--- config.mk ---
export PLATFORM = sky130hd
export DESIGN_NAME = brush_painter
export DESIGN_NICKNAME = d
export VERILOG_FILES = /design/src/logic/frame_pkg.sv /design/src/logic/brush_painter.sv
export SDC_FILE = /design/constraint.sdc
export NUM_CORES = 1
export LEC_CHECK = 0
export BUFFER_PORTS_ARGS = -buffer_cell sky130_fd_sc_hd__clkbuf_2
export CAP_MARGIN = 40
export CORE_ASPECT_RATIO = 0.7
export CORE_MARGIN = 2
export CORE_UTILIZATION = 55
export DETAILED_ROUTE_END_ITERATION = 10
export GPL_TIMING_DRIVEN = 0
export PLACE_DENSITY = 0.82
export SYNTH_ARGS = -nofsm -noshare
export SYNTH_HDL_FRONTEND = slang
export SYNTH_SLANG_ARGS = --single-unit
export TNS_END_PERCENT = 1
--- constraint.sdc ---
create_clock -name clk_25mhz -period 17.4 [get_ports clk_25mhz]
set_clock_uncertainty 0.1 [all_clocks]
set_input_delay 3.48 -clock clk_25mhz [delete_from_list [all_inputs] [get_ports clk_25mhz]]
set_output_delay 3.48 -clock clk_25mhz [all_outputs]
set_load 0.02 [all_outputs]
--- src/logic/frame_pkg.sv ---
package frame_pkg;

    localparam int FRAME_W       = 64;                          // pixels per line
    localparam int FRAME_H       = 16;                          // lines per frame
    localparam int FRAME_PIXELS  = FRAME_W * FRAME_H;           // one byte per pixel on the card
    localparam int SECTOR_BYTES  = 512;                         // sd block size
    localparam int IMAGE_SECTORS = FRAME_PIXELS / SECTOR_BYTES; // two sectors per image
    localparam int IMAGE_BASE    = 512;                         // first image follows the header
    localparam int HEADER_ADDR   = 0;                           // sector 0 holds the next free address

    typedef logic [$clog2(FRAME_W)-1:0]      x_t;          // horizontal coordinate
    typedef logic [$clog2(FRAME_H)-1:0]      y_t;          // vertical coordinate
    typedef logic [$clog2(FRAME_PIXELS)-1:0] pixel_addr_t; // x + FRAME_W * y
    typedef logic [3:0]                      color_t;      // palette index
    typedef logic [7:0]                      channel_t;    // one rgb channel
    typedef logic [31:0]                     sd_addr_t;    // card byte address
    typedef logic [7:0]                      sd_byte_t;    // card data byte
    typedef logic [2:0]                      brush_size_t; // brush size code

    // sequencer states
    typedef enum logic [3:0] {
        st_idle,
        st_drawing,
        st_save_wait_ready,  // wait for card before each image sector
        st_save_sector,
        st_header_wait_ready,
        st_header_write,     // rewrite sector 0 with the new next free address
        st_load_wait_header,
        st_load_header,
        st_load_wait_ready,
        st_load_sector
    } seq_state_t;

endpackage
--- src/logic/brush_painter.sv ---
`timescale 1ns/100ps

module brush_painter import frame_pkg::*; (
    input  logic        clk_25mhz,
    input  x_t          hcount,
    input  y_t          vcount,
    input  x_t          brush_x,
    input  y_t          brush_y,
    input  brush_size_t brush_size,
    input  color_t      brush_color,
    input  logic        drawing,
    output pixel_addr_t scan_addr,
    output logic        paint_we,
    output color_t      paint_color
);

    x_t                 centre_x;   // brush settings held for one cycle
    y_t                 centre_y;
    brush_size_t        size_q;
    logic        [3:0]  radius;     // 2 * size + 1, up to 15
    logic        [7:0]  radius_sq;
    logic signed [6:0]  dx;         // covers -63 .. 63
    logic signed [4:0]  dy;         // covers -15 .. 15
    logic        [11:0] dx_sq;
    logic        [7:0]  dy_sq;
    logic        [12:0] dist_sq;
    logic               in_brush;

    always_ff @(posedge clk_25mhz) begin
        centre_x    <= brush_x;     // brush inputs come from slow controls
        centre_y    <= brush_y;
        size_q      <= brush_size;
        paint_color <= brush_color;
    end

    assign radius    = {size_q, 1'b1};  // (size + 1) * 2 - 1
    assign radius_sq = radius * radius;

    assign dx    = $signed({1'b0, hcount}) - $signed({1'b0, centre_x});
    assign dy    = $signed({1'b0, vcount}) - $signed({1'b0, centre_y});
    assign dx_sq = dx * dx;             // signed product, always positive
    assign dy_sq = dy * dy;

    assign dist_sq  = dx_sq + dy_sq;
    assign in_brush = dist_sq <= radius_sq;  // edge of circle counts as inside

    assign scan_addr = {vcount, hcount};     // x + FRAME_W * y, FRAME_W is a power of two
    assign paint_we  = drawing && in_brush;  // write at the edge the pixel is scanned

endmodule

==> results by stage, run 1 <==
Outcome:
- The flow ran to the end, and the final reports show no timing, DRC or antenna violations.

STA:
- Headroom to the max-slew limit came out at 53.50%.
- The worst-margin pin slew is 0.6952 ns.
- The final worst-path cycle share is 77.90%.
- Summed over all failing endpoints, the final setup total negative slack is 0 ns.
- The maximum frequency from static timing analysis is 73.78 MHz.
- The number of max-slew violations in the final report is 0.
- The final number of hold-violating endpoints came to 0.
- The worst path meets setup with 3.846 ns of slack.
- The clock period could shrink to 13.55 ns.
- Setup repair after global routing left no endpoint under its margin.
- Setup violations remaining at the end of the flow were counted as 0.

Logic synthesis:
- Ranked by total cell area, the synthesized netlist is headed by sky130_fd_sc_hd__fa_1 (23%), sky130_fd_sc_hd__ha_1 (23%), sky130_fd_sc_hd__dfxtp_1 (10%).
- By area, the combinational part of the netlist is dominated by adder cells.
- The share of the Yosys chip area taken by registers is 10.30%.
- The number of cells produced by synthesis is 376.
- Among all flip-flop cells after synthesis, the most frequent one is sky130_fd_sc_hd__dfxtp_1.
- The synthesized netlist devotes 45.76% of its cell area to adder and majority cells.
- The synthesized netlist occupies a cell area of 0.003303 mm2.
- The synthesized design devotes to its leading area cell type 23.03% of total area.
- Of all flip-flops after synthesis, the portion carrying an async set or reset was 0%.
- Counting flops and latches in the post-synthesis netlist gives 17.
- Summing the areas of all compound-gate instances in the mapped netlist gives 9.697% of the synthesized area.
- The synthesized net count is 503.
- The warning count from the yosys run is 0.
- The multiplexer area fraction after synthesis is 0.3030%.
- Summed over all instances, the cell type with the most area after synthesis is sky130_fd_sc_hd__fa_1.
- Of the total synthesized cell area, the portion taken by AND, OR, NAND and NOR gates is 12.16%.
- The average footprint of a synthesized cell is 8.785 um2.
- The distinct cell type count after synthesis is 42.
- The number of flops mapped to enable cells by yosys is 0.
- Of the total synthesized cell area, the portion taken by XOR and XNOR cells is 9.280%.

Clocking:
- CTS built an H-tree with a depth of 1.
- The clock-pin slew of the registers on the worst-case setup and hold paths is 0.06 ns.
- The hold buffer count at CTS is 0.
- TritonCTS built the clock tree.
- The number of sinks handled by clock tree synthesis is 17.
- In this run the post-CTS setup repair buffer count came out at 0.
- The clock root buffer master is sky130_fd_sc_hd__clkbuf_8.
- TritonCTS created 3 clock buffers.
- The maximum clock path buffer count is 2.
- The post-cts sizing count is 0.

Worst setup path:
- The worst setup path is launched from a primary input.
- Among all stages on the critical path, the largest delay is contributed by sky130_fd_sc_hd__fa_1.
- The largest incremental delay on the critical path is 0.52 ns.
- By startpoint and endpoint, the worst setup path is classified as primary input to primary output.
- Along the worst path, the maximum fanout reaches 5.
- The required time of the critical path is 13.82 ns.
- Data on the critical path arrives at its endpoint at 9.97 ns.
- The type of destination of the critical path is a primary output.

Floorplan:
- The effective utilization at floorplan is 57.39%.
- The overall die height is 68.84 um.
- The area of the die is 0.006652 mm2.
- Measured along the x axis, the die boundary spans 96.63 um.
- The area inside the core boundary is 0.005756 mm2.
- Pin placement for this block handled 44 I/O pins.
- Row generation in the floorplan step produced 23 rows.

Global routing:
- The number of antenna violations at the first check in global routing is 0.
- The overall global routing resource usage is 19.04%.
- The total overflow reported by the global router is 0.
- The number of global-route vias before repair is 2426.
- Entering global routing, the biggest net connects 11 pins.
- The global-route wire length before repair is 10460 um.

Route:
- Across all layers, the routed design uses 2456 vias.
- Summed over all layers, the routed wires come to 5806 um.
- Dividing the detail-routed via count by the number of cells gives 4.932.
- The count of nets left with antenna violations once routing finished came out at 0.
- The first-pass iteration count of the detailed router is 4.
- In the routed design, unresolved DRC markers number 0.
- The routed length per placed instance is 11.66 um.
- The starting DRC count in detailed routing is 72.

Hold path:
- In this run the worst hold path is classified as primary input to flop.
- The depth of the worst hold-timing path is 1.

Layout:
- The number of antenna cells inserted is 0.
- The multi-input combinational cells in the finished layout cover a total of 0.002557 mm2.
- The area overhead of the layout relative to synthesis is 10.72%.
- The net count of the finished layout is 551.
- Summing all flip-flop and latch instances after layout gives 340.3 um2.
- In the layout the commonest cells are sky130_fd_sc_hd__inv_1 (82), sky130_fd_sc_hd__ha_1 (60), sky130_fd_sc_hd__clkbuf_2 (43).
- The fraction of layout cells with a size suffix above 1 is 14.42%.
- The library cell used most frequently in the layout, excluding fill and tap cells, is sky130_fd_sc_hd__inv_1.
- The number of filler instances in the final layout is 487.

Flow run:
- The number of max-capacitance violations reported is 0.

Placement:
- At the end of routability-driven placement, the weighted congestion stood at 0.8264.
- The setup slack after placement is 3.898 ns.
- The count of buffers added on input and output ports is 43.
- The post-detailed-placement half-perimeter wirelength is 5279 um.
-- synth_stat cells (all sizes together) (2+ instances only) --
cell / n
buf: 11
nand2b: 6
xnor2: 25
dfxtp: 17
conb: 2
o21ai: 8
or2: 2
nor3: 2
xor2: 10
a21o: 12
a211oi: 2
fa: 38
inv: 83
and2: 15
nor2: 18
nand4: 2
nand3: 3
nand2: 17
nor2b: 8
a21oi: 18
clkbuf: 2
ha: 60
-- layer usage --
metal / vias to the layer above / global-route usage [%] / routed length, um
met3: 5 / 1.512 / 275
met1: 1133 / 27.01 / 2813
met4: 0 / 3.345 / 30
met5: - / 0 / 0
li1: 1264 / - / -
met2: 54 / 32.99 / 2686
-- kinds of logic (layout without fill, tap and decap cells) --
| family | Yosys count | count (layout) |
|---|---|---|
| other | 2 | 2 |
| buffers and inverters | 96 | 143 |
| xor gates and xnor gates | 35 | 35 |
| AOI/OAI and AO/OA | 50 | 50 |
| and+or+nand+nor | 77 | 77 |
| muxes | 1 | 1 |
| adders and majority gates | 98 | 98 |
| DFF | 17 | 17 |
-- final timing paths --
check,from,endpoint,slack (ns)
max,hcount[0],paint_we,3.85
min,brush_size[0],size_q[0],3.22
-- through the flow --
| stage | hold slack, ns | instances | util [%] | area [um2] |
|---|---|---|---|---|
| finish | 3.223 | 498 | 63.54 | 3657 |
| detailed placement | 3.484 | 494 | 62.76 | 3612 |
| CTS | 3.220 | 498 | 63.54 | 3657 |
| floorplan | 3.408 | 376 | - | 3303 |
| global placement | 3.483 | 494 | 62.76 | 3612 |
| global route | 3.216 | 498 | 63.54 | 3657 |
-- flip-flops by register name (all words and copies together) (netlist names) --
name,flops
size_q,3
centre_x,6
centre_y,4
paint_color,4
-- final cells by class --
| type | count | share of cell area [%] |
|---|---|---|
| inverters | 83 | 8.519 |
| multi-input cells | 263 | 69.93 |
| plain buffers | 13 | 2.566 |
| repair buffers | 43 | 5.884 |
| well taps | 75 | 2.566 |
| clock buffers | 4 | 1.232 |
| flip-flops and latches | 17 | 9.305 |
-- worst max-delay path: cells and delay by family --
kind | cells | cell delay, ns
AOI/OAI and AO/OA | 8 | 1.26
xor gates and xnor gates | 3 | 0.82
adders and majority gates | 9 | 3.29
buffers and inverters | 8 | 0.67
and+or+nand+nor | 3 | 0.43
Power of run 1 is left out: the tool's default activity adds up to more than one toggle a clock period on the data nets, which glitch-free logic cannot reach.
==> run 2, diff against run 1 <==
--- a/config.mk
+++ b/config.mk
@@ -9,10 +9,10 @@
 export CAP_MARGIN = 40
 export CORE_ASPECT_RATIO = 0.7
 export CORE_MARGIN = 2
-export CORE_UTILIZATION = 55
+export CORE_UTILIZATION = 54
 export DETAILED_ROUTE_END_ITERATION = 10
 export GPL_TIMING_DRIVEN = 0
-export PLACE_DENSITY = 0.82
+export PLACE_DENSITY = 0.83
 export SYNTH_ARGS = -nofsm -noshare
 export SYNTH_HDL_FRONTEND = slang
 export SYNTH_SLANG_ARGS = --single-unit
==> constraint.sdc (replaced) <==
create_clock -name clk_25mhz -period 11 [get_ports clk_25mhz]
set_clock_uncertainty 0.1 [all_clocks]
set_input_delay 2.2 -clock clk_25mhz [delete_from_list [all_inputs] [get_ports clk_25mhz]]
set_output_delay 2.2 -clock clk_25mhz [all_outputs]
set_load 0.02 [all_outputs]
==> results by stage, run 2 (synthesis results as in run 1) <==
Worst setup path:
- The largest delay contributor family on the critical path is adder cells.
- In this run the worst setup path terminates at paint_we.
- Counting buffers and inverters, the worst setup path is 30 cells deep.
- The largest single stage delay on the critical path is 0.53 ns.
- Counting both buffers and inverters, the worst setup path holds a total of 6.
- Of all nets on the critical path, the largest fanout is 5.
- At the worst endpoint, the required time is 8.70 ns.
- STA puts the critical path data arrival time at 8.38 ns.
- In this design, the critical path's most frequently occurring cell is sky130_fd_sc_hd__ha_1.
- Among all stages on the critical path, the largest delay is contributed by sky130_fd_sc_hd__fa_1.
- The critical path in this run is classified as primary input to primary output.
- The category of the worst setup path launch point is a primary input.
- Tracing the worst setup path back leads to its startpoint at hcount[1].
- The type of destination of the critical path is a primary output.

Route:
- The count of antenna-violating nets left after detailed routing is 0.
- After detailed routing, the number of vias per cell comes to 4.874.
- The number of design rule violations left after detail routing is 0.
- After detailed routing, the average wire length per cell comes to 11.85 um.
- In this run, the number of DRC markers left after iteration 0 of detailed routing was 166.
- The first-pass iteration count of the detailed router is 4.
- The detailed-route via count is 2437.
- For this block, the routed nets add up to 5927 um of wire.

Global routing:
- The global-route wire length before repair is 10920 um.
- The number of antenna violations at the first check in global routing is 0.
- For this run the aggregate overflow at the end of global routing stands at 0.
- The number of global-route vias before repair came to 2569.
- Entering global routing, the biggest net connects 11 pins.
- The overall global routing resource usage is 18.97%.

STA:
- The final number of hold-violating endpoints was 0.
- The maximum frequency from static timing analysis is 93.66 MHz.
- The worst max-slew margin expressed relative to the limit is 60.28%.
- Setup violations remaining at the end of the flow were counted as 0.
- For the pin with the worst max-slew slack, the measured transition is 0.5936 ns.
- The number of max-slew violations in the final report is 0.
- The time the worst path needs with I/O delays and setup is 10.68 ns.
- The final worst-path cycle share is 97.07%.

Layout:
- The leading cell type in the layout, fill and taps excluded is sky130_fd_sc_hd__inv_1.
- The number of nets in the final layout is 553.
- The non-filler instance count after layout is 500.
- The register with the most flip-flops in the layout has 6 of them.
- The largest registers in the layout are centre_x x6, centre_y x4, paint_color x4.
- After filler insertion, the fill cell instance count of the layout stands at 475.
- The number of antenna cells inserted is 0.
- In the layout the commonest cells are sky130_fd_sc_hd__inv_1 (82), sky130_fd_sc_hd__ha_1 (60), sky130_fd_sc_hd__clkbuf_2 (43).
- The area overhead of the layout relative to synthesis is 12.77%.
- The fraction of layout cells with a size suffix above 1 is 16.71%.
- The register with the most flip-flops is centre_x.

Clocking:
- The hold buffer count at CTS is 0.
- The H-tree level count is 1.
- The clock-pin slew of the registers on the worst-case setup and hold paths is 0.06 ns.
- The clock buffer count from CTS is 3.
- No sink is reached through more buffers than the 2 on the longest clock path.
- The clock root buffer master is sky130_fd_sc_hd__clkbuf_8.
- TritonCTS built the clock tree.
- The number of sinks handled by clock tree synthesis is 17.

Floorplan:
- The row count is 23.
- The overall die height is 69.44 um.
- The initial utilization of the core area, before any placement, comes to 56.82%.
- The area of the die is 0.006769 mm2.
- The floorplan step defined a core boundary enclosing 0.005813 mm2.
- 44 I/O pins were placed.
- The die is 97.48 um wide.

Placement:
- The global placer's final weighted congestion is 0.8123.
- Once placement completed, the tool counted placed cells totaling 494.
- The post-detailed-placement half-perimeter wirelength is 5292 um.
- The number of buffers added on ports is 43.

Flow run:
- Max-cap violations in this run came to 0.

Hold path:
- The class of the tightest hold or removal check is primary input to flop.
- The worst min-delay path startpoint is brush_y[1].

Outcome:
- The run finished with clean final reports.
-- run 2: cell count changes in the layout (fill, tap and decap cells not counted), sizes merged --
cell    delta
clkinv     +1
buf        +3
clkbuf     -2
-- run 2: layer usage --
layer / GRT usage [%] / wire length (um) / vias to the layer above
met5: 0 / 0 / -
met4: 3.086 / 27 / 0
met1: 27.13 / 2991 / 1118
met3: 1.714 / 225 / 4
met2: 32.03 / 2682 / 50
li1: - / - / 1265
-- run 2: area by class of cell --
class,instances,area [um2],area share (%)
Buffer,13,95.09,2.553
Inverter,83,311.5,8.364
Clock inverter,1,5.005,0.1344
Timing Repair Buffer,45,230.2,6.181
Clock buffer,3,41.29,1.108
Multi-Input combinational cell,263,2608,70.00
Tap cell,75,93.84,2.519
Sequential cell,17,340.3,9.137
-- run 2: per-stage QoR --
| step | TNS (ns) | utilization [%] | worst slack [ns] | instance area [um2] | hold WS, ns |
|---|---|---|---|---|---|
| CTS | 0 | 62.94 | 0.05145 | 3659 | 1.944 |
| global route | -0.04458 | 64.08 | -0.04458 | 3725 | 1.935 |
| finish | 0 | 64.08 | 0.3226 | 3725 | 1.946 |
| global placement | 0 | 62.14 | 0.1339 | 3612 | 2.203 |
| floorplan | 0 | - | 0.8054 | 3303 | 2.128 |
| detailed placement | 0 | 62.14 | 0.07435 | 3612 | 2.204 |
-- run 2: worst min-delay path by stage --
| stage | end | cells after the start |
|---|---|---|
| final | centre_y[1] | 1 |
| after global routing | paint_color[3] | 1 |
| after CTS | paint_color[0] | 1 |
| after detailed placement | paint_color[0] | 1 |
| after global placement | centre_x[3] | 1 |
| after floorplan | centre_x[0] | 0 |
-- run 2: repair_timing --
item | in CTS | in global routing
endpoints found under the setup margin | 0 | 1
resized for setup | 0 | 11
buffers inserted | 0 | 2
Power of run 2 is left out for the same reason.
