===== config.mk =====
export PLATFORM = sky130hd
export DESIGN_NAME = palette_display
export DESIGN_NICKNAME = d
export VERILOG_FILES = /design/src/logic/frame_pkg.sv /design/src/logic/palette_display.sv
export SDC_FILE = /design/constraint.sdc
export NUM_CORES = 1
export LEC_CHECK = 0
export BUFFER_PORTS_ARGS = -buffer_cell sky130_fd_sc_hd__buf_4
export CAP_MARGIN = 20
export CORE_AREA = 2 2 39 41
export DETAILED_ROUTE_END_ITERATION = 6
export DIE_AREA = 0 0 41 43
export PLACE_DENSITY = 0.57
export SYNTH_ARGS = -nofsm -noshare
export SYNTH_HDL_FRONTEND = slang
export SYNTH_SLANG_ARGS = --single-unit

===== constraint.sdc =====
create_clock -name clk_25mhz -period 0.9 [get_ports clk_25mhz]
set_clock_uncertainty 0.1 [all_clocks]
set_input_delay 0.045 -clock clk_25mhz [delete_from_list [all_inputs] [get_ports clk_25mhz]]
set_output_delay 0.045 -clock clk_25mhz [all_outputs]
set_load 0.02 [all_outputs]

===== src/logic/frame_pkg.sv =====
package frame_pkg;

    localparam int FRAME_W       = 64;                          // pixels per line
    localparam int FRAME_H       = 16;                          // lines per frame
    localparam int FRAME_PIXELS  = FRAME_W * FRAME_H;           // one byte per pixel on the card
    localparam int SECTOR_BYTES  = 512;                         // sd block size
    localparam int IMAGE_SECTORS = FRAME_PIXELS / SECTOR_BYTES; // two sectors per image
    localparam int IMAGE_BASE    = 512;                         // first image follows the header
    localparam int HEADER_ADDR   = 0;                           // sector 0 holds the next free address

    typedef logic [$clog2(FRAME_W)-1:0]      x_t;          // horizontal coordinate
    typedef logic [$clog2(FRAME_H)-1:0]      y_t;          // vertical coordinate
    typedef logic [$clog2(FRAME_PIXELS)-1:0] pixel_addr_t; // x + FRAME_W * y
    typedef logic [3:0]                      color_t;      // palette index
    typedef logic [7:0]                      channel_t;    // one rgb channel
    typedef logic [31:0]                     sd_addr_t;    // card byte address
    typedef logic [7:0]                      sd_byte_t;    // card data byte
    typedef logic [2:0]                      brush_size_t; // brush size code

    // sequencer states
    typedef enum logic [3:0] {
        st_idle,
        st_drawing,
        st_save_wait_ready,  // wait for card before each image sector
        st_save_sector,
        st_header_wait_ready,
        st_header_write,     // rewrite sector 0 with the new next free address
        st_load_wait_header,
        st_load_header,
        st_load_wait_ready,
        st_load_sector
    } seq_state_t;

endpackage

===== src/logic/palette_display.sv =====
`timescale 1ns/100ps

module palette_display import frame_pkg::*; (
    input  logic     clk_25mhz,
    input  logic     reset_SD_card,
    input  color_t   pixel_color,
    output channel_t red,
    output channel_t green,
    output channel_t blue
);

    channel_t lut_r, lut_g, lut_b;

    always_comb begin
        case (pixel_color)
            4'd0:    {lut_r, lut_g, lut_b} = {8'h00, 8'h00, 8'h00}; // black
            4'd1:    {lut_r, lut_g, lut_b} = {8'hff, 8'hff, 8'hff}; // white
            4'd2:    {lut_r, lut_g, lut_b} = {8'hff, 8'h00, 8'h00}; // red
            4'd3:    {lut_r, lut_g, lut_b} = {8'h00, 8'hff, 8'h00}; // green
            4'd4:    {lut_r, lut_g, lut_b} = {8'h00, 8'h00, 8'hff}; // blue
            4'd5:    {lut_r, lut_g, lut_b} = {8'h00, 8'hff, 8'hff}; // cyan
            4'd6:    {lut_r, lut_g, lut_b} = {8'hff, 8'h00, 8'hff}; // magenta
            4'd7:    {lut_r, lut_g, lut_b} = {8'hff, 8'hff, 8'h00}; // yellow
            4'd8:    {lut_r, lut_g, lut_b} = {8'h80, 8'h80, 8'h80}; // mid gray
            default: {lut_r, lut_g, lut_b} = {8'hff, 8'hff, 8'hff}; // unused codes show white
        endcase
    end

    always_ff @(posedge clk_25mhz) begin
        if (reset_SD_card) begin
            red   <= '0;
            green <= '0;
            blue  <= '0;
        end else begin
            red   <= lut_r;  // second cycle of the display path
            green <= lut_g;
            blue  <= lut_b;
        end
    end

endmodule


==> run_results.csv, run 1 <==
group,metric,value,unit
sta,timing.hold.ws,-89.3,ps
flow_run,drv_cap,0,
logic_synthesis,syn_avg_cell_area,9.21,µm²
cts,htreeDepth,1,
logic_synthesis,synthAdderAreaFrac,0.0348,
placed_design,io_buffer_count,29,
sta,setup_viol,0,
cts,clockBufferDepth,2,
layout,drive_above_1_share,0.704,
sta,max_freq,1130,MHz
cts,cts-root-buf,"clkbuf_4",
routing,drtIter0Drc,1,
floorplanning,die-area,0.00176,mm²
layout,nNetsFinal,63,
cts,clock-sinks,6,
setup_path,worstPathArrival,740,ps
setup_path,cp.required,750,ps
logic_synthesis,syn-num-nets,46,
setup_path,start_kind,"flip-flop",
logic_synthesis,seq_area_frac_synth,0.334,
power_and_ir_drop,p_leak,0.269,nW
routing,wl_per_cell,7.86,µm
sta,fin_crit,887,ps
layout,final_common_cell,"buf_4",
power_and_ir_drop,max-vdd-ir-drop,0.445,mV
routing,via_count,282,
logic_synthesis,synthSimpleGateAreaFrac,0.101,
outcome,violations,"hold timing",
setup_path,crit_path_top_delay_cell,"dfxtp_4",
global_route,grt_max_degree,8,
outcome,status,"complete, but fails checks",
layout,final_area,503,µm²
sta,hold_viol,6,
logic_synthesis,yosysWarnings,0,
sta,fin_crit_sh,0.985,
hold_path,hold_class,"in -> reg",
global_route,grt_pass1_wl,793,µm
placed_design,gp_congestion,0.697,
floorplanning,die_w,41,µm
logic_synthesis,synth_compound_area_frac,0.0941,
routing,first_pass_iters,3,
global_route,antenna_found_initial,0,
floorplanning,start_util,0.259,
logic_synthesis,yosys.area_share.xor_xnor,0,
logic_synthesis,synth_mux_area_frac,0.0279,
cts,cts_buffers,3,
placed_design,placed_area,469,µm²
cts,clk_pin_slew,40,ps
routing,drt-total-wl,550,µm
logic_synthesis,ys_seq_elements,6,
layout,area_delta_synth_final,40.1,%
routing,vias_per_cell,4.03,
global_route,gr-total-overflow,0,
placed_design,post-place-cells,67,
setup_path,slowest_delay,350,ps
layout,layout_common_cells,"buf_4 (30), inv_1 (3), dfxtp_4 (3), dfxtp_1 (3), clkbuf_4 (3)",
global_route,track_usage,0.0734,
setup_path,crit_type,"reg -> out",
routing,drc,0,
routing,ant_nets,0,
global_route,first_global_vias,222,
logic_synthesis,ys_types,14,
logic_synthesis,synth.cell_area,359,µm²
cts,cts_tree,"done",
sta,relSlewSlack,0.861,
floorplanning,dieHeight,43,µm
floorplanning,rows,14,
setup_path,cp_top_family,"flip-flops",
power_and_ir_drop,p_per_area,1650,mW/mm²
floorplanning,io_pins,30,
logic_synthesis,synthCells,39,
layout,num_antenna_cells,0,
setup_path,critical_path.max_fanout,7,
setup_path,path_buf_inv,1,
floorplanning,core-area,0.00138,mm²
layout,layoutNonFillerInstCount,70,
sta,drv_slew,0,
logic_synthesis,synth_top_family_by_area,"buffers and inverters",
setup_path,end_kind,"output port",
setup_path,crit_chain,"buf_4",
sta,rsz0062_at_grt,"yes",
sta,worstMarginPinSlew,203,ps
## final timing paths
check / from / endpoint / slack (ps) / depth (start not counted)
max: green[6] / green[2] / 10 / 1
min: reset_SD_card / red[6] / -90 / 2
## final cells by class
class,count,area (µm²)
clock buffer,3,22.5
fill,141,881
inverter,3,11.3
multi-input combinational,12,92.6
sequential,6,131
tap,16,20.0
timing repair buffer,30,225
## layer usage
| layer | vias up | GRT usage | part of all wire |
|---|---|---|---|
| met5 | - | 0 | 0 |
| li1 | 138 | - | - |
| met2 | 28 | 0.109 | 0.44 |
| met1 | 114 | 0.0550 | 0.31 |
| met3 | 2 | 0.0157 | 0.23 |
| met4 | 0 | 0.120 | 0.025 |
## cells in the mapped netlist
library cell,number,area (µm²)
buf_4,18,135
dfxtp_1,6,120
inv_1,3,11.3
nor2_1,2,7.51
a211oi_1,1,7.51
a21oi_1,1,5.00
a311oi_2,1,15.0
a31oi_1,1,6.26
and3b_2,1,10.0
ha_1,1,12.5
mux2i_1,1,10.0
nand2b_1,1,6.26
nor3_1,1,5.00
or2b_1,1,7.51
## metrics by stage
step | total power [mW] | hold WS [ps] | utilization | setup WS, ps | setup TNS [ps]
floorplan | 0.535 | 14.1 | - | 54.2 | 0
global placement | 0.605 | 162 | 0.339 | -35.7 | -91.9
detailed placement | 0.607 | 160 | 0.339 | -59.6 | -164
CTS | 0.845 | -94.8 | 0.363 | 1.30 | 0
global route | 0.897 | -88.3 | 0.363 | -31.0 | -527
finish | 0.828 | -89.3 | 0.363 | 13.5 | 0
## power breakdown
group	switching (mW)	internal, mW	total, mW
Combinational	0.160	0.134	0.294
Sequential	0.0185	0.287	0.305
Clock	0.0797	0.150	0.229
Total	0.258	0.570	0.828
## kinds of logic (layout without fill, tap and decap cells)
kind of cell	after synthesis	count (layout)
compound gates	4	4
simple gates	6	6
buf+inv	21	36
mux	1	1
flops	6	6
fa+ha+maj	1	1
## registers in the layout (all words and copies together), names as in the netlist
| register | flops |
|---|---|
| red | 2 |
| blue | 2 |
| green | 2 |
## timing repair
item,CTS,global route
buffers inserted,0,0
setup endpoints to repair,21,21
resized for setup,6,0
hold endpoints to repair,6,6
(Power assumes the default switching activity.)
==> inputs of run 2 (changes only) <==
Settings changed: CORE_AREA 2 2 39 41 to 3 3 40 42, DIE_AREA 0 0 41 43 to 0 0 43 45, PLACE_DENSITY 0.57 to 0.59.
Clock period 0.9 ns to 0.8 ns, I/O delays scaled along.
==> run 2 against run 1 <==
  * Global-route usage fell by 1.2 points
  * Core utilization rose by 3.9 points
  * Non-clock buffer count fell by 1
  * Critical path depth did not move
  * The flow finishes with violations (hold timing, setup timing)
  * Wire length rose by 6.7%
  * Cell count fell by 2.9%
  * Combinational power rose by 15%
  * Hold slack got worse by 6.0 ps
==> run_results.csv, run 2 (synthesis results as in run 1) <==
group,metric,value,unit
sta,rsz0062_at_grt,"yes",
power_and_ir_drop,p_seq_frac,0.366,
cts,clockBufferDepth,2,
cts,cts_buffers,3,
global_route,gr-total-overflow,0,
flow_run,drv_cap,0,
floorplanning,die-area,0.00194,mm²
sta,worstMarginPinSlew,195,ps
power_and_ir_drop,p_total,0.953,mW
cts,htreeDepth,1,
placed_design,place_hpwl,526,µm
power_and_ir_drop,p_switching,0.301,mW
power_and_ir_drop,clockPowerShare,0.278,
layout,area_delta_synth_final,43.9,%
floorplanning,io_pins,30,
power_and_ir_drop,p_per_area,1840,mW/mm²
cts,clk_pin_slew,40,ps
power_and_ir_drop,internal_power,0.652,mW
outcome,violations,"hold timing, setup timing",
setup_path,slowest_delay,370,ps
power_and_ir_drop,max-vdd-ir-drop,0.561,mV
layout,num_antenna_cells,0,
sta,fin_crit,890,ps
setup_path,critical_path.max_fanout,7,
layout,layout_common_cells,"buf_4 (24), buf_6 (5)",
routing,drtIter0Drc,4,
global_route,grt_max_degree,8,
sta,drv_slew,0,
global_route,grt_pass1_wl,883,µm
placed_design,preCtsSetupSlack,-155,ps
routing,first_pass_iters,2,
setup_path,worstPathArrival,750,ps
routing,drc,0,
sta,hold_viol,6,
sta,relSlewSlack,0.866,
setup_path,end_kind,"output port",
layout,final_common_cell,"buf_4",
power_and_ir_drop,p_leak,0.270,nW
sta,max_freq,1120,MHz
layout,nNetsFinal,62,
cts,cts_tree,"done",
outcome,status,"complete, but fails checks",
floorplanning,die_w,43,µm
routing,via_count,266,
hold_path,hold_depth,2,
sta,fin_crit_sh,1.11,
routing,wl_per_cell,8.63,µm
setup_path,crit_type,"reg -> out",
layout,drive_above_1_share,0.755,
global_route,antenna_found_initial,0,
setup_path,cp_top_family,"flip-flops",
routing,drt-total-wl,587,µm
sta,timing.hold.ws,-95.3,ps
placed_design,gp_congestion,0.745,
power_and_ir_drop,swShare,0.315,
placed_design,io_buffer_count,29,
routing,vias_per_cell,3.91,
sta,fin_ws,-89.9,ps
floorplanning,start_util,0.279,
hold_path,hold_class,"in -> reg",
hold_path,min_to,"blue[7]",
layout,fillCellCount,140,
setup_path,worst-path-stages,1,
floorplanning,rows,13,
global_route,track_usage,0.0616,
setup_path,cp.required,660,ps
setup_path,crit_path_top_delay_cell,"dfxtp_4",
floorplanning,dieHeight,45,µm
floorplanning,core-area,0.00128,mm²
layout,reg.largest.list,"blue (2), green (2), red (2)",
hold_path,min_from,"reset_SD_card",
setup_path,crit_chain,"buf_4",
cts,clock-sinks,6,
routing,ant_nets,0,
setup_path,start_kind,"flip-flop",
sta,setup_viol,24,
setup_path,path_buf_inv,1,
power_and_ir_drop,p_comb_frac,0.355,
cts,cts-root-buf,"clkbuf_4",
global_route,first_global_vias,233,
cts,post-cts-setup-buffer-count,0,
## run 2: changes by cell type in the layout (fill, tap and decap cells not counted)
cell / delta
buf_6: +5
buf_4: -6
dfxtp_1: -3
dfxtp_2: +3
## run 2: cell type report
type,instances,area [µm²],area share
Inverter,3,11.3,0.0218
Tap cell,15,18.8,0.0363
Timing Repair Buffer,29,236,0.458
Sequential cell,6,135,0.262
Multi-Input combinational cell,12,92.6,0.179
Clock buffer,3,22.5,0.0436
## run 2: how the worst max path moves through the flow
| stage | to | slack (ps) | start |
|---|---|---|---|
| 5_1_grt | red[4] | -130 | red[6] |
| 2_1_floorplan | red[6] | -3 | pixel_color[0] |
| 3_5_place_dp | red[6] | -150 | pixel_color[0] |
| 6_report | blue[3] | -90 | blue[1] |
| 3_3_place_gp | red[6] | -140 | pixel_color[0] |
| 4_1_cts | red[2] | -100 | red[6] |
## run 2: power groups by stage
stage	Combinational, mW	Sequential [mW]	Clock (mW)
3_3_place_gp	0.330	0.352	0
6_report	0.338	0.349	0.265
2_1_floorplan	0.225	0.380	0
5_1_grt	0.358	0.355	0.300
3_5_place_dp	0.331	0.353	0
4_1_cts	0.339	0.348	0.278
## run 2: through the flow
step	setup TNS (ps)	utilization	hold slack (ps)	std cells	cell area, µm²
floorplan	-3.34	-	5.32	39	363
global placement	-506	0.361	151	65	464
detailed placement	-542	0.361	154	65	464
CTS	-2000	0.396	-99.9	68	509
global route	-2600	0.402	-96.4	68	517
finish	-1770	0.402	-95.3	68	517
## run 2: per-layer routing
layer	up-vias	part of all wire	GRT usage
met5	-	0	0
met4	0	0	0.0542
met3	0	0.17	0.0199
met2	20	0.50	0.108
met1	109	0.33	0.0578
li1	137	-	-
## run 2: timing repair
item / 4_1_cts / 5_1_grt
gates cloned: 0 / 0
resized for setup: 9 / 2
setup endpoints to repair: 24 / 24
endpoints found under the hold margin: 6 / 6
==> inputs of run 3 (changes only) <==
Settings changed: PLACE_DENSITY 0.59 to 0.57.
Clock period 0.8 ns to 0.9 ns, I/O delays scaled along.
==> run 3 against run 2 <==
  * The run now ends clean
  * First-iteration DRC count is 50% lower
  * Sequential share of layout area is 1.6 points lower
  * Sequential power is 12% lower
  * Critical path depth stayed put
  * Hold slack better by 130 ps
  * Power is 11% lower
  * Clock-buffer cell count stayed put
  * Via count is 5.3% higher
==> run_results.csv, run 3 (synthesis results as in run 1) <==
group,metric,value,unit
power_and_ir_drop,internal_power,0.580,mW
cts,cts_buffers,3,
setup_path,end_kind,"output port",
power_and_ir_drop,swShare,0.318,
cts,cts_tree,"done",
setup_path,cp_top_family,"flip-flops",
layout,nNetsFinal,65,
placed_design,placed_area,468,µm²
sta,drv_slew,0,
setup_path,crit_chain,"buf_4",
global_route,gr-total-overflow,0,
layout,register_area,131,µm²
routing,drc,0,
setup_path,critical_path.max_fanout,7,
flow_run,drv_cap,0,
sta,rsz0062_at_grt,"yes",
setup_path,path_buf_inv,1,
layout,multi_input_area,95.1,µm²
sta,tns,0,ps
power_and_ir_drop,p_comb_frac,0.360,
routing,drt-total-wl,656,µm
global_route,grt_pass1_wl,945,µm
sta,setup_viol,0,
floorplanning,die_w,43,µm
placed_design,gp_congestion,0.729,
hold_path,hold_class,"in -> reg",
layout,drive_above_1_share,0.679,
floorplanning,core-area,0.00128,mm²
power_and_ir_drop,p_total,0.851,mW
setup_path,cp.required,750,ps
power_and_ir_drop,max-vdd-ir-drop,0.497,mV
global_route,first_global_vias,231,
sta,max_freq,1120,MHz
cts,post-cts-setup-buffer-count,0,
power_and_ir_drop,p_switching,0.271,mW
routing,wl_per_cell,9.24,µm
power_and_ir_drop,p_per_area,1590,mW/mm²
cts,cts-root-buf,"clkbuf_4",
sta,relSlewSlack,0.842,
routing,vias_per_cell,3.94,
floorplanning,dieHeight,45,µm
placed_design,place_hpwl,545,µm
setup_path,crit_path_top_delay_cell,"dfxtp_4",
layout,reg.largest.list,"blue (2), green (2), red (2)",
setup_path,start_kind,"flip-flop",
power_and_ir_drop,p_leak,0.296,nW
cts,clock-sinks,6,
routing,via_count,280,
sta,fin_crit,895,ps
sta,worstMarginPinSlew,236,ps
layout,final_area,536,µm²
layout,final_common_cell,"buf_4",
outcome,status,"finished, final reports clean",
sta,hold_viol,0,
setup_path,worstPathArrival,750,ps
layout,area_delta_synth_final,49.1,%
setup_path,crit_type,"reg -> out",
global_route,antenna_found_initial,0,
cts,clk_pin_slew,40,ps
floorplanning,die-area,0.00194,mm²
routing,ant_nets,0,
layout,num_antenna_cells,0,
routing,drtIter0Drc,2,
floorplanning,start_util,0.279,
global_route,grt_max_degree,8,
sta,fin_crit_sh,0.994,
placed_design,io_buffer_count,29,
cts,clockBufferDepth,2,
layout,finish.utilization,0.417,
floorplanning,io_pins,30,
layout,layout_common_cells,"buf_4 (28), inv_1 (3), dfxtp_4 (3), dfxtp_1 (3), clkbuf_4 (3)",
cts,htreeDepth,1,
routing,first_pass_iters,2,
power_and_ir_drop,clockPowerShare,0.280,
sta,timing.hold.ws,31.4,ps
global_route,track_usage,0.0674,
setup_path,slowest_delay,370,ps
floorplanning,rows,13,
power_and_ir_drop,p_seq_frac,0.360,
layout,fillCellCount,131,
-- run 3: changes by cell type in the layout (fill, tap and decap cells not counted) --
cell            previous run  this run
dlymetal6s4s_1             0         2
nor2_2                     0         1
nor2_1                     2         1
dlygate4sd3_1              0         1
dfxtp_2                    3         0
dfxtp_1                    0         3
buf_4                     24        28
buf_6                      5         1
-- run 3: cell type report --
cell class | instances | share of cell area
repair buffers | 32 | 0.479
flip-flops and latches | 6 | 0.245
multi-input cells | 12 | 0.178
clock buffers | 3 | 0.0421
well taps | 15 | 0.0350
inverters | 3 | 0.0210
-- run 3: metrics by stage --
step                      cells  setup WS, ps
after detailed placement     66         -74.5
after CTS                    72         -9.11
after floorplan              39          54.2
after global routing         71         -33.7
after global placement       66         -75.0
final                        71          5.23
-- run 3: what timing repair did --
action                                 4_1_cts  5_1_grt
pin swaps                                    0        1
gates resized for setup                      7        3
setup endpoints to repair                   21       24
hold buffers                                 3        0
endpoints found under the hold margin        6        0
-- run 3: tightest hold or removal path: cells and delay by family --
kind | cells | cell delay (ps)
compound gates | 1 | 120
buf+inv | 2 | 160
-- run 3: final timing paths --
kind / depth (start not counted) / from / end / slack (ps)
worst max-delay path: 1 / green[6] / green[5] / 5
worst min-delay path: 3 / pixel_color[3] / blue[7] / 30
-- run 3: power groups by stage --
stage | logic, mW | registers (mW) | clock network [mW]
floorplan | 0.200 | 0.335 | 0
global placement | 0.295 | 0.311 | 0
detailed placement | 0.296 | 0.313 | 0
CTS | 0.309 | 0.308 | 0.253
global route | 0.323 | 0.312 | 0.269
finish | 0.306 | 0.306 | 0.238
-- run 3: metal layers --
metal  vias up  global-route usage  part of all wire
li1        143                   -                 -
met1       118              0.0675              0.32
met2        19               0.111              0.52
met3         0              0.0159              0.16
met4         0              0.0723                 0
met5         -                   0                 0
