### src/logic/frame_pkg.sv
package frame_pkg;

    localparam int FRAME_W       = 64;                          // pixels per line
    localparam int FRAME_H       = 16;                          // lines per frame
    localparam int FRAME_PIXELS  = FRAME_W * FRAME_H;           // one byte per pixel on the card
    localparam int SECTOR_BYTES  = 512;                         // sd block size
    localparam int IMAGE_SECTORS = FRAME_PIXELS / SECTOR_BYTES; // two sectors per image
    localparam int IMAGE_BASE    = 512;                         // first image follows the header
    localparam int HEADER_ADDR   = 0;                           // sector 0 holds the next free address

    typedef logic [$clog2(FRAME_W)-1:0]      x_t;          // horizontal coordinate
    typedef logic [$clog2(FRAME_H)-1:0]      y_t;          // vertical coordinate
    typedef logic [$clog2(FRAME_PIXELS)-1:0] pixel_addr_t; // x + FRAME_W * y
    typedef logic [3:0]                      color_t;      // palette index
    typedef logic [7:0]                      channel_t;    // one rgb channel
    typedef logic [31:0]                     sd_addr_t;    // card byte address
    typedef logic [7:0]                      sd_byte_t;    // card data byte
    typedef logic [2:0]                      brush_size_t; // brush size code

    // sequencer states
    typedef enum logic [3:0] {
        st_idle,
        st_drawing,
        st_save_wait_ready,  // wait for card before each image sector
        st_save_sector,
        st_header_wait_ready,
        st_header_write,     // rewrite sector 0 with the new next free address
        st_load_wait_header,
        st_load_header,
        st_load_wait_ready,
        st_load_sector
    } seq_state_t;

endpackage
### src/logic/frame_port_if.sv
`timescale 1ns/100ps

interface frame_port_if import frame_pkg::*; ();

    pixel_addr_t addr;  // pixel index, read and write share it
    color_t      wdata; // colour written when we is high
    logic        we;    // write at this clock edge
    color_t      rdata; // old content of addr, one cycle later

    modport sequencer (
        output addr,
        output wdata,
        output we,
        input  rdata
    );

    modport store (
        input  addr,
        input  wdata,
        input  we,
        output rdata
    );

endinterface

### src/logic/sd_image_sequencer.sv
`timescale 1ns/100ps

module sd_image_sequencer import frame_pkg::*; (
    input  logic            clk_25mhz,
    input  logic            reset_SD_card,
    input  logic            draw,
    input  logic            slide_show,
    input  logic            sd_ready,
    input  sd_byte_t        sd_dout,
    input  logic            sd_byte_available,
    input  logic            sd_ready_for_next_byte,
    output logic            sd_rd,
    output logic            sd_wr,
    output sd_addr_t        sd_addr,
    output sd_byte_t        sd_din,
    output logic            drawing,
    output logic            busy,
    frame_port_if.sequencer store
);

    seq_state_t                      state;
    sd_addr_t                        next_free;   // card address for the next saved image
    logic [$clog2(SECTOR_BYTES)-1:0] byte_cnt;    // byte within the current sector
    pixel_addr_t                     pix_idx;     // frame pixel being saved or loaded
    logic                            slide_q, avail_q, next_q;
    logic                            slide_rise, byte_rise, next_rise;
    logic                            sector_end, image_end;
    sd_byte_t                        header_byte;

    assign slide_rise = slide_show && !slide_q;
    assign byte_rise  = sd_byte_available && !avail_q;      // one read byte per rising edge
    assign next_rise  = sd_ready_for_next_byte && !next_q;  // card wants one more byte

    assign sector_end = &byte_cnt;  // byte 511, sector size is a power of two
    assign image_end  = (pix_idx / SECTOR_BYTES) == IMAGE_SECTORS - 1;

    assign drawing = state == st_drawing;
    assign busy    = !(state inside {st_idle, st_drawing});

    // store port, reads run ahead of the card while saving
    assign store.addr  = pix_idx;
    assign store.wdata = sd_dout[3:0];                     // low nibble holds the colour
    assign store.we    = (state == st_load_sector) && byte_rise;

    // header is the next free address lsb first, then zeros
    assign header_byte = (byte_cnt < 4) ? next_free[byte_cnt[1:0]*8 +: 8] : '0;

    always_ff @(posedge clk_25mhz) begin
        if (next_rise) begin
            sd_din <= (state == st_header_write) ? header_byte : {4'b0, store.rdata};
        end
    end

    always_ff @(posedge clk_25mhz) begin
        if (reset_SD_card) begin
            state     <= st_idle;
            next_free <= sd_addr_t'(IMAGE_BASE);  // card treated as empty
            sd_addr   <= sd_addr_t'(HEADER_ADDR);
            sd_rd     <= 1'b0;
            sd_wr     <= 1'b0;
            byte_cnt  <= '0;
            pix_idx   <= '0;
            slide_q   <= 1'b0;
            avail_q   <= 1'b0;
            next_q    <= 1'b0;
        end else begin
            slide_q <= slide_show;
            avail_q <= sd_byte_available;
            next_q  <= sd_ready_for_next_byte;
            sd_wr   <= 1'b0;  // single cycle pulse unless set below
            case (state)
                st_idle: begin
                    if (slide_rise) begin
                        state <= st_load_wait_header;
                    end else if (draw) begin
                        state <= st_drawing;
                    end
                end
                st_drawing: begin
                    if (!draw) begin  // pen up, save the frame
                        state   <= st_save_wait_ready;
                        sd_addr <= next_free;
                        pix_idx <= '0;
                    end
                end
                st_save_wait_ready: begin
                    if (sd_ready) begin
                        sd_wr    <= 1'b1;
                        byte_cnt <= '0;
                        state    <= st_save_sector;
                    end
                end
                st_save_sector: begin
                    if (next_rise) begin
                        byte_cnt <= byte_cnt + 1'b1;
                        pix_idx  <= pix_idx + 1'b1;  // next read overlaps the card gap
                        if (sector_end) begin
                            sd_addr <= sd_addr + SECTOR_BYTES;
                            if (image_end) begin
                                next_free <= sd_addr + SECTOR_BYTES;
                                state     <= st_header_wait_ready;
                            end else begin
                                state <= st_save_wait_ready;
                            end
                        end
                    end
                end
                st_header_wait_ready: begin
                    if (sd_ready) begin
                        sd_wr    <= 1'b1;
                        sd_addr  <= sd_addr_t'(HEADER_ADDR);
                        byte_cnt <= '0;
                        state    <= st_header_write;
                    end
                end
                st_header_write: begin
                    if (next_rise) begin
                        byte_cnt <= byte_cnt + 1'b1;
                        if (sector_end) begin
                            state <= st_idle;
                        end
                    end
                end
                st_load_wait_header: begin
                    if (sd_ready) begin
                        sd_rd    <= 1'b1;
                        sd_addr  <= sd_addr_t'(HEADER_ADDR);
                        byte_cnt <= '0;
                        state    <= st_load_header;
                    end
                end
                st_load_header: begin
                    if (byte_rise) begin
                        byte_cnt <= byte_cnt + 1'b1;
                        if (byte_cnt < 4) begin
                            next_free <= {sd_dout, next_free[31:8]};  // lsb arrives first
                        end
                        if (sector_end) begin  // rest of sector 0 is padding
                            sd_rd   <= 1'b0;
                            sd_addr <= sd_addr_t'(IMAGE_BASE);
                            pix_idx <= '0;
                            if (next_free <= sd_addr_t'(IMAGE_BASE)) begin
                                state <= st_idle;  // nothing saved yet, keep the frame
                            end else begin
                                state <= st_load_wait_ready;
                            end
                        end
                    end
                end
                st_load_wait_ready: begin
                    if (sd_ready) begin
                        sd_rd    <= 1'b1;
                        byte_cnt <= '0;
                        state    <= st_load_sector;
                    end
                end
                st_load_sector: begin
                    if (byte_rise) begin  // store write happens on this edge
                        byte_cnt <= byte_cnt + 1'b1;
                        pix_idx  <= pix_idx + 1'b1;
                        if (sector_end) begin
                            sd_rd   <= 1'b0;
                            sd_addr <= sd_addr + SECTOR_BYTES;
                            state   <= image_end ? st_idle : st_load_wait_ready;
                        end
                    end
                end
                default: state <= st_idle;
            endcase
        end
    end

endmodule

### src/flat_wrapper.sv
// flat-port wrapper written by rule: the top's interface ports become plain ports
module sd_image_sequencer_flat import frame_pkg::*;
  (clk_25mhz, reset_SD_card, draw, slide_show, sd_ready, sd_dout, sd_byte_available, sd_ready_for_next_byte, sd_rd, sd_wr, sd_addr, sd_din, drawing, busy, store_addr, store_wdata, store_we, store_rdata);
  frame_port_if store_i ();
  input  logic clk_25mhz;
  input  logic reset_SD_card;
  input  logic draw;
  input  logic slide_show;
  input  logic sd_ready;
  input  sd_byte_t sd_dout;
  input  logic sd_byte_available;
  input  logic sd_ready_for_next_byte;
  output logic sd_rd;
  output logic sd_wr;
  output sd_addr_t sd_addr;
  output sd_byte_t sd_din;
  output logic drawing;
  output logic busy;
  output wire logic [$bits(store_i.addr)-1:0] store_addr;
  output wire logic [$bits(store_i.wdata)-1:0] store_wdata;
  output wire logic [$bits(store_i.we)-1:0] store_we;
  input wire logic [$bits(store_i.rdata)-1:0] store_rdata;
  assign store_addr = store_i.addr;
  assign store_wdata = store_i.wdata;
  assign store_we = store_i.we;
  assign store_i.rdata = store_rdata;
  sd_image_sequencer u_core (.clk_25mhz(clk_25mhz), .reset_SD_card(reset_SD_card), .draw(draw), .slide_show(slide_show), .sd_ready(sd_ready), .sd_dout(sd_dout), .sd_byte_available(sd_byte_available), .sd_ready_for_next_byte(sd_ready_for_next_byte), .sd_rd(sd_rd), .sd_wr(sd_wr), .sd_addr(sd_addr), .sd_din(sd_din), .drawing(drawing), .busy(busy), .store(store_i));
endmodule
### config.mk
export PLATFORM = sky130hd
export DESIGN_NAME = sd_image_sequencer_flat
export DESIGN_NICKNAME = d
export VERILOG_FILES = /design/src/logic/frame_pkg.sv /design/src/logic/frame_port_if.sv /design/src/logic/sd_image_sequencer.sv /design/src/flat_wrapper.sv
export SDC_FILE = /design/constraint.sdc
export NUM_CORES = 1
export LEC_CHECK = 0
export BUFFER_PORTS_ARGS = -buffer_cell sky130_fd_sc_hd__buf_2
export CAP_MARGIN = 20
export CORE_MARGIN = 2
export CORE_UTILIZATION = 55
export DETAILED_ROUTE_END_ITERATION = 12
export HOLD_SLACK_MARGIN = 0.08
export PLACE_DENSITY = 0.84
export SKIP_CTS_REPAIR_TIMING = 1
export SYNTH_ARGS = -nofsm -noshare
export SYNTH_HDL_FRONTEND = slang
export SYNTH_SLANG_ARGS = --single-unit
### constraint.sdc
create_clock -name clk_25mhz -period 4.1 [get_ports clk_25mhz]
set_input_delay 0.205 -clock clk_25mhz [delete_from_list [all_inputs] [get_ports clk_25mhz]]
set_output_delay 0.205 -clock clk_25mhz [all_outputs]
set_load 0.01 [all_outputs]
==> results of run 1 <==
[per-stage QoR]
step	hold slack, ns	setup WS (ns)	std cells	util [%]
4_1_cts	0.0459	0.692	882	62.5
3_5_place_dp	0.433	0.714	866	60.4
5_1_grt	0.0940	0.666	885	62.7
6_report	0.0706	0.916	885	62.7
2_1_floorplan	0.333	1.91	698	-
3_3_place_gp	0.427	0.867	866	60.4
[cell families after synthesis]
group,share of synthesized area [%]
multiplexers,4.12
XOR/XNOR,3.59
buffers and inverters,5.73
adder cells (fa/ha/maj),0.855
AO/OA/AOI/OAI,23.4
flip-flops,35.6
AND/OR/NAND/NOR,26.8
[registers in the layout (all words and copies together), names as in the netlist]
signal	cells
u_core.next_free	32
u_core.slide_q	1
u_core.sd_din	8
u_core.next_q	1
u_core.sd_addr	32
u_core.avail_q	1
u_core.sd_rd	1
u_core.byte_cnt	9
u_core.sd_wr	1
u_core.state	4
u_core.store.addr	10
[synthesized netlist by cell type, drive strengths merged (5+ instances only)]
library cell	count	area share (%)
xnor2	16	2.4
a211oi	17	3.5
nand2	71	4.6
nand4	16	2.2
o31ai	10	1.3
mux4	8	3.1
nor3	19	1.6
a311oi	13	2.1
xor2	8	1.2
a31oi	8	0.85
nor2b	12	1.3
inv	16	1.0
dfxtp	92	31
a2111oi	6	0.90
nand2b	21	2.2
o21ai	22	1.9
edfxtp	8	4.1
o211ai	11	1.4
or3	8	0.88
nand3	33	2.8
nor2	54	3.5
o32ai	8	1.2
a22oi	7	0.90
or4	6	0.77
a22o	9	1.3
a21oi	63	5.4
nor4	28	3.4
buf	31	3.2
mux2i	5	0.85
clkbuf	23	1.5
[power breakdown]
part           internal (µW)  switching [µW]
Clock                    312             383
Sequential              1090             226
Combinational            511             892
Total                   1910            1500
[layer usage]
| metal | part of all wire (%) | track usage [%] |
|---|---|---|
| met5 | 0 | 0 |
| met1 | 39 | 39.2 |
| met4 | 3.2 | 12.4 |
| met3 | 11 | 4.44 |
| met2 | 47 | 48.0 |
[final timing paths]
| path | from | endpoint | slack, ns | cells after the start |
|---|---|---|---|---|
| setup reg to reg | u_core.byte_cnt[1] | u_core.next_free[30] | 0.92 | 9 |
| hold / removal | sd_byte_available | u_core.avail_q | 0.07 | 2 |
| hold reg to reg | u_core.sd_addr[0] | u_core.sd_addr[0] | 0.49 | 2 |
| setup / recovery | u_core.byte_cnt[1] | u_core.next_free[30] | 0.92 | 9 |
[layout by cell type (no fill, tap or decap), drive strengths merged, types with 4 or more instances in the layout]
| master | count |
|---|---|
| nand4 | 16 |
| nand3b | 4 |
| or3 | 8 |
| nor2 | 54 |
| a2111oi | 6 |
| nor2b | 12 |
| and3 | 4 |
| or4 | 6 |
| o31ai | 10 |
| inv | 19 |
| nand2b | 21 |
| buf | 88 |
| o21ai | 22 |
| or2 | 4 |
| a211oi | 17 |
| o211ai | 11 |
| nand2 | 71 |
| nor3 | 19 |
| dfxtp | 92 |
| nand3 | 33 |
| a22o | 9 |
| edfxtp | 8 |
| a31oi | 8 |
| ha | 4 |
| xor2 | 8 |
| clkbuf | 10 |
| o32ai | 8 |
| a311oi | 13 |
| mux4 | 8 |
| a21oi | 63 |
| a22oi | 7 |
| xnor2 | 16 |
| nor4 | 28 |
| mux2i | 5 |
[area by class of cell]
type,instances,area (µm²),area share [%]
multi-input cells,528,3470,53.5
flip-flops and latches,100,2080,32.2
repair buffers,89,478,7.38
well taps,136,170,2.63
clock buffers,10,138,2.13
clock inverters,6,78.8,1.22
inverters,16,60.1,0.928
[critical path: stages (launching register included)]
cell and delay, ns:
dfxtp_1 0.60, ha_1 0.33, nand3_1 0.11, nor2_1 0.11, ha_1 0.22, and3b_1 0.20, nand3b_1 0.15, a211o_1 0.52
nor2_1 0.65, a22o_1 0.23
==> impl_metrics.json, run 1 <==
{
  "grt_use_total_pct": 29.6,
  "io_buffers": 77,
  "max-slew-margin-rel_pct": 28.9,
  "std_cell_rows": 37,
  "p_leak_uw": 0.00227,
  "drc": 0,
  "synth_warnings": 0,
  "nets": 767,
  "design_area_um2": 6470,
  "critPathMaxFanout": 12,
  "critPathKind": "reg -> reg",
  "critPathRequiredTime_ns": 4.42,
  "seq_area_frac_synth_pct": 35.6,
  "die_h_um": 107,
  "max_freq_ghz": 0.314,
  "min_period_ns": 3.18,
  "die_w_um": 107,
  "hold_viol": 0,
  "syn_area_per_cell_um2": 8.39,
  "synth_cell_type_count": 75,
  "p_per_area_nw_per_um2": 527,
  "cts-buffers-inserted": 9,
  "dieArea_um2": 11500,
  "clockRootBuffer": "clkbuf_8",
  "grt_max_degree": 43,
  "critPathCaptureType": "register",
  "antenna_found_initial": 0,
  "grt_pass1_wl_um": 27500,
  "fin_setup_tns_ns": 0,
  "hpwlAfterDp_um": 11400,
  "dr_total_vias": 5903,
  "synth_nets": 721,
  "setup_violations": 0,
  "wirelength_um": 16800,
  "synth.ff_latch_count": 100,
  "start_util_pct": 56.7,
  "drive_gt1_share_pct": 19.4,
  "tightest_slew_ns": 1.07,
  "syn-cell-area_um2": 5860,
  "clockBufferDepth": 2,
  "post_drt_wl_per_cell_um": 19.0,
  "start_kind": "register",
  "clk_latency_ns": 0.39,
  "peakVddDrop_uv": 283,
  "clock_sinks": 100,
  "grt-ovfl-total": 0,
  "firstDrtPassIters": 5,
  "num_io_pins": 78,
  "synth-async-reset-ratio_pct": 0,
  "gp_congestion": 0.956,
  "crit_arrival_ns": 3.51,
  "via_per_inst": 6.67,
  "detail-route-antenna-nets": 0,
  "synthFlopType": "dfxtp_1",
  "fin_worst_skew_ns": 0.0214,
  "syn_to_final_growth_pct": 10.5,
  "drt-initial-drc-count": 719,
  "postSynthCellCount": 698,
  "rsz0062_at_grt": "false",
  "hold_class": "in -> reg",
  "cts_tree": "done",
  "diodes": 0,
  "first_global_vias": 5540,
  "period_share_pct": 77.7,
  "fill_cells": 880,
  "power_uw": 3410,
  "h-tree-depth": 3,
  "synth_edf_count": 8,
  "coreArea_um2": 10300,
  "slew_violations": 0,
  "status": "finished, final reports clean",
  "clkTransAtPathRegs_ns": 0.10,
  "maxCapViolCount": 0,
  "postPlaceCellArea_um2": 6230
}
Power figures use the tool's default switching activity.
==> run 2, diff against run 1 <==
ABC_AREA = 1   (was not set)
PLACE_DENSITY = 0.83   (was 0.84)
clock period = 2.96 ns   (was 4.1 ns; I/O delays follow)
==> run 2 against run 1 <==
Combinational power rose by 65%. Critical path depth grew 5. Utilization grew 0.54 points. Hold slack lost 0.0068 ns. Sequential share of layout area fell by 1.8 points. Sequential power up 41%. Area after synthesis is 4.7% higher. Total power up 52%. First-iteration DRC count grew 11%. Critical endpoint is now u_core.sd_addr[25]. Largest cell class unchanged. Highest routed layer unchanged.
==> impl_metrics.json, run 2 <==
{
  "std_cell_rows": 38,
  "rsz0062_at_grt": "false",
  "hold_class": "in -> reg",
  "hold_path.startpoint": "store_rdata[2]",
  "fin_setup_tns_ns": 0,
  "antenna_found_initial": 0,
  "critPathRequiredTime_ns": 3.29,
  "synth.most_common_cell": "nand2_1",
  "critPathKind": "reg -> reg",
  "placed_cells": 1180,
  "slew_violations": 0,
  "crit_arrival_ns": 2.90,
  "drive_gt1_share_pct": 12.6,
  "status": "finished, final reports clean",
  "p_leak_uw": 0.00309,
  "firstDrtPassIters": 6,
  "synthFlopType": "dfxtp_1",
  "r2r_slack_ns": 0.39,
  "max-slew-margin-rel_pct": 56.0,
  "synth_top_area_cell": "dfxtp_1",
  "combPwrFrac_pct": 44.5,
  "cp-endpoint": "u_core.sd_addr[25]",
  "clockRootBuffer": "clkbuf_8",
  "fin_util_pct": 63.2,
  "p_sw_share_pct": 44.9,
  "dp_slack_ns": 0.295,
  "rr_worst_depth": 14,
  "detail-route-antenna-nets": 0,
  "synthTopCellsByCount": "nand2_1, nor2_1, dfxtp_1, inv_1, a21oi_1",
  "synth_cell_type_count": 40,
  "final_cells": 1204,
  "clkTransAtPathRegs_ns": 0.11,
  "p_seq_share_pct": 35.6,
  "p_sw_uw": 2330,
  "synth_top_cell_area_share_pct": 30.0,
  "min_period_ns": 2.57,
  "first_global_vias": 5666,
  "startpoint": "u_core.byte_cnt[1]",
  "hpwlAfterDp_um": 12500,
  "via_per_inst": 5.52,
  "num_io_pins": 78,
  "peakVddDrop_uv": 595,
  "fin_worst_skew_ns": 0.0169,
  "synth_edf_count": 8,
  "setup_violations": 0,
  "hold_ws_ns": 0.0638,
  "p_per_area_nw_per_um2": 756,
  "ys_top_cells_by_area": "dfxtp_1, nand2_1, nor2_1",
  "setup_slack_ns": 0.385,
  "coreArea_um2": 10800,
  "drc": 0,
  "start_util_pct": 56.6,
  "clock_sinks": 100,
  "tightest_slew_ns": 0.660,
  "maxCapViolCount": 0,
  "r2r-end": "u_core.sd_addr[25]",
  "nets": 1082,
  "grt-ovfl-total": 0,
  "synth_nets": 1018,
  "syn_area_per_cell_um2": 6.16,
  "grt_use_total_pct": 29.1,
  "power.share.clock_pct": 19.8,
  "die_w_um": 110,
  "critPathMaxFanout": 16,
  "syn_to_final_growth_pct": 11.8,
  "grt_pass1_wl_um": 27400,
  "post_drt_wl_per_cell_um": 14.6,
  "synth-async-reset-ratio_pct": 0,
  "diodes": 0,
  "dr_total_vias": 6651,
  "h-tree-depth": 3,
  "grt_max_degree": 35,
  "synth.ff_latch_count": 100,
  "reg2reg_from": "u_core.byte_cnt[1]",
  "critPathCaptureType": "register",
  "dieArea_um2": 12000,
  "clockBufferDepth": 2,
  "gp_congestion": 0.936,
  "internal_power_uw": 2860,
  "final_common_cell": "nand2_1",
  "postSynthCellCount": 995,
  "die_h_um": 110,
  "io_buffers": 77,
  "hold_viol": 0,
  "clk_latency_ns": 0.38,
  "seq_area_frac_synth_pct": 34.0,
  "max_freq_ghz": 0.388,
  "cts-buffers-inserted": 9,
  "syn-cell-area_um2": 6130,
  "start_kind": "register",
  "drt-initial-drc-count": 795,
  "synth_warnings": 0,
  "layout_common_cells": "nand2_1, nor2_1, dfxtp_1",
  "wirelength_um": 17600,
  "period_share_pct": 87.0,
  "cts_tree": "done"
}
==> run 2: cell types whose count changed in the layout (fill, tap and decap cells not counted), moves of 14 or more <==
| cell | change |
|---|---|
| nor3_1 | -14 |
| a21oi_1 | +20 |
| nor4_1 | -24 |
| inv_1 | +75 |
| nand2b_1 | -21 |
| xnor2_1 | -14 |
| nand2_1 | +206 |
| nand3_1 | +38 |
| o21ai_0 | +61 |
| nor2_1 | +118 |
==> run 2: kinds of logic after synthesis <==
family	share of synthesized area [%]
XOR/XNOR	2.14
AO/OA/AOI/OAI	15.4
buffers and inverters	9.71
AND/OR/NAND/NOR	38.0
flip-flops	34.0
adder cells (fa/ha/maj)	0.816
==> run 2: power groups by stage <==
| stage | combinational (µW) | clock [µW] | sequential [µW] |
|---|---|---|---|
| after detailed placement | 2210 | 0 | 1870 |
| after global placement | 2170 | 0 | 1870 |
| after global routing | 2590 | 1090 | 1880 |
| after CTS | 2220 | 1030 | 1840 |
| after floorplan | 1700 | 0 | 1850 |
| final | 2310 | 1030 | 1850 |
==> run 2: layer usage <==
| metal | GRT usage [%] | up-vias | part of all wire (%) |
|---|---|---|---|
| met5 | 0 | - | 0 |
| met1 | 38.4 | 2966 | 42 |
| li1 | - | 3305 | - |
| met3 | 6.28 | 55 | 9.8 |
| met2 | 46.3 | 325 | 45 |
| met4 | 12.3 | 0 | 3.5 |
==> run 2: stage by stage <==
stage | total power (µW) | cell area (µm²)
after floorplan | 3550 | 6130
after global placement | 4040 | 6540
after detailed placement | 4080 | 6540
after CTS | 5090 | 6770
after global routing | 5560 | 6860
final | 5180 | 6860
==> run 2: layout make-up <==
cell class                 instances  area (µm²)
clock buffer                      10         149
clock inverter                     6        85.1
fill                            1052        3990
inverter                          96         360
multi-input combinational        757        3460
sequential                       100        2080
tap                              140         175
timing repair buffer              95         538
==> run 2: worst min path at each step <==
stage	slack (ns)	cells after the start	end
floorplan	0.25	2	u_core.avail_q
global placement	0.36	3	u_core.slide_q
detailed placement	0.37	3	u_core.slide_q
CTS	-0.03	3	u_core.avail_q
global route	0.08	3	u_core.sd_din[3]
finish	0.06	3	u_core.sd_din[2]
==> run 2: worst max-delay path, stage by stage (launching register included) <==
cell and delay (ns):
dfxtp_2 0.45, ha_1 0.25, nand3_1 0.09, nor2_1 0.13, nand2_1 0.07, nor2_1 0.10, ha_1 0.22, inv_1 0.10
nand2_1 0.07, nand2_1 0.09, nor2_4 0.23, nand3_2 0.37, nand2_1 0.17, nand2_1 0.06, nor2_1 0.09
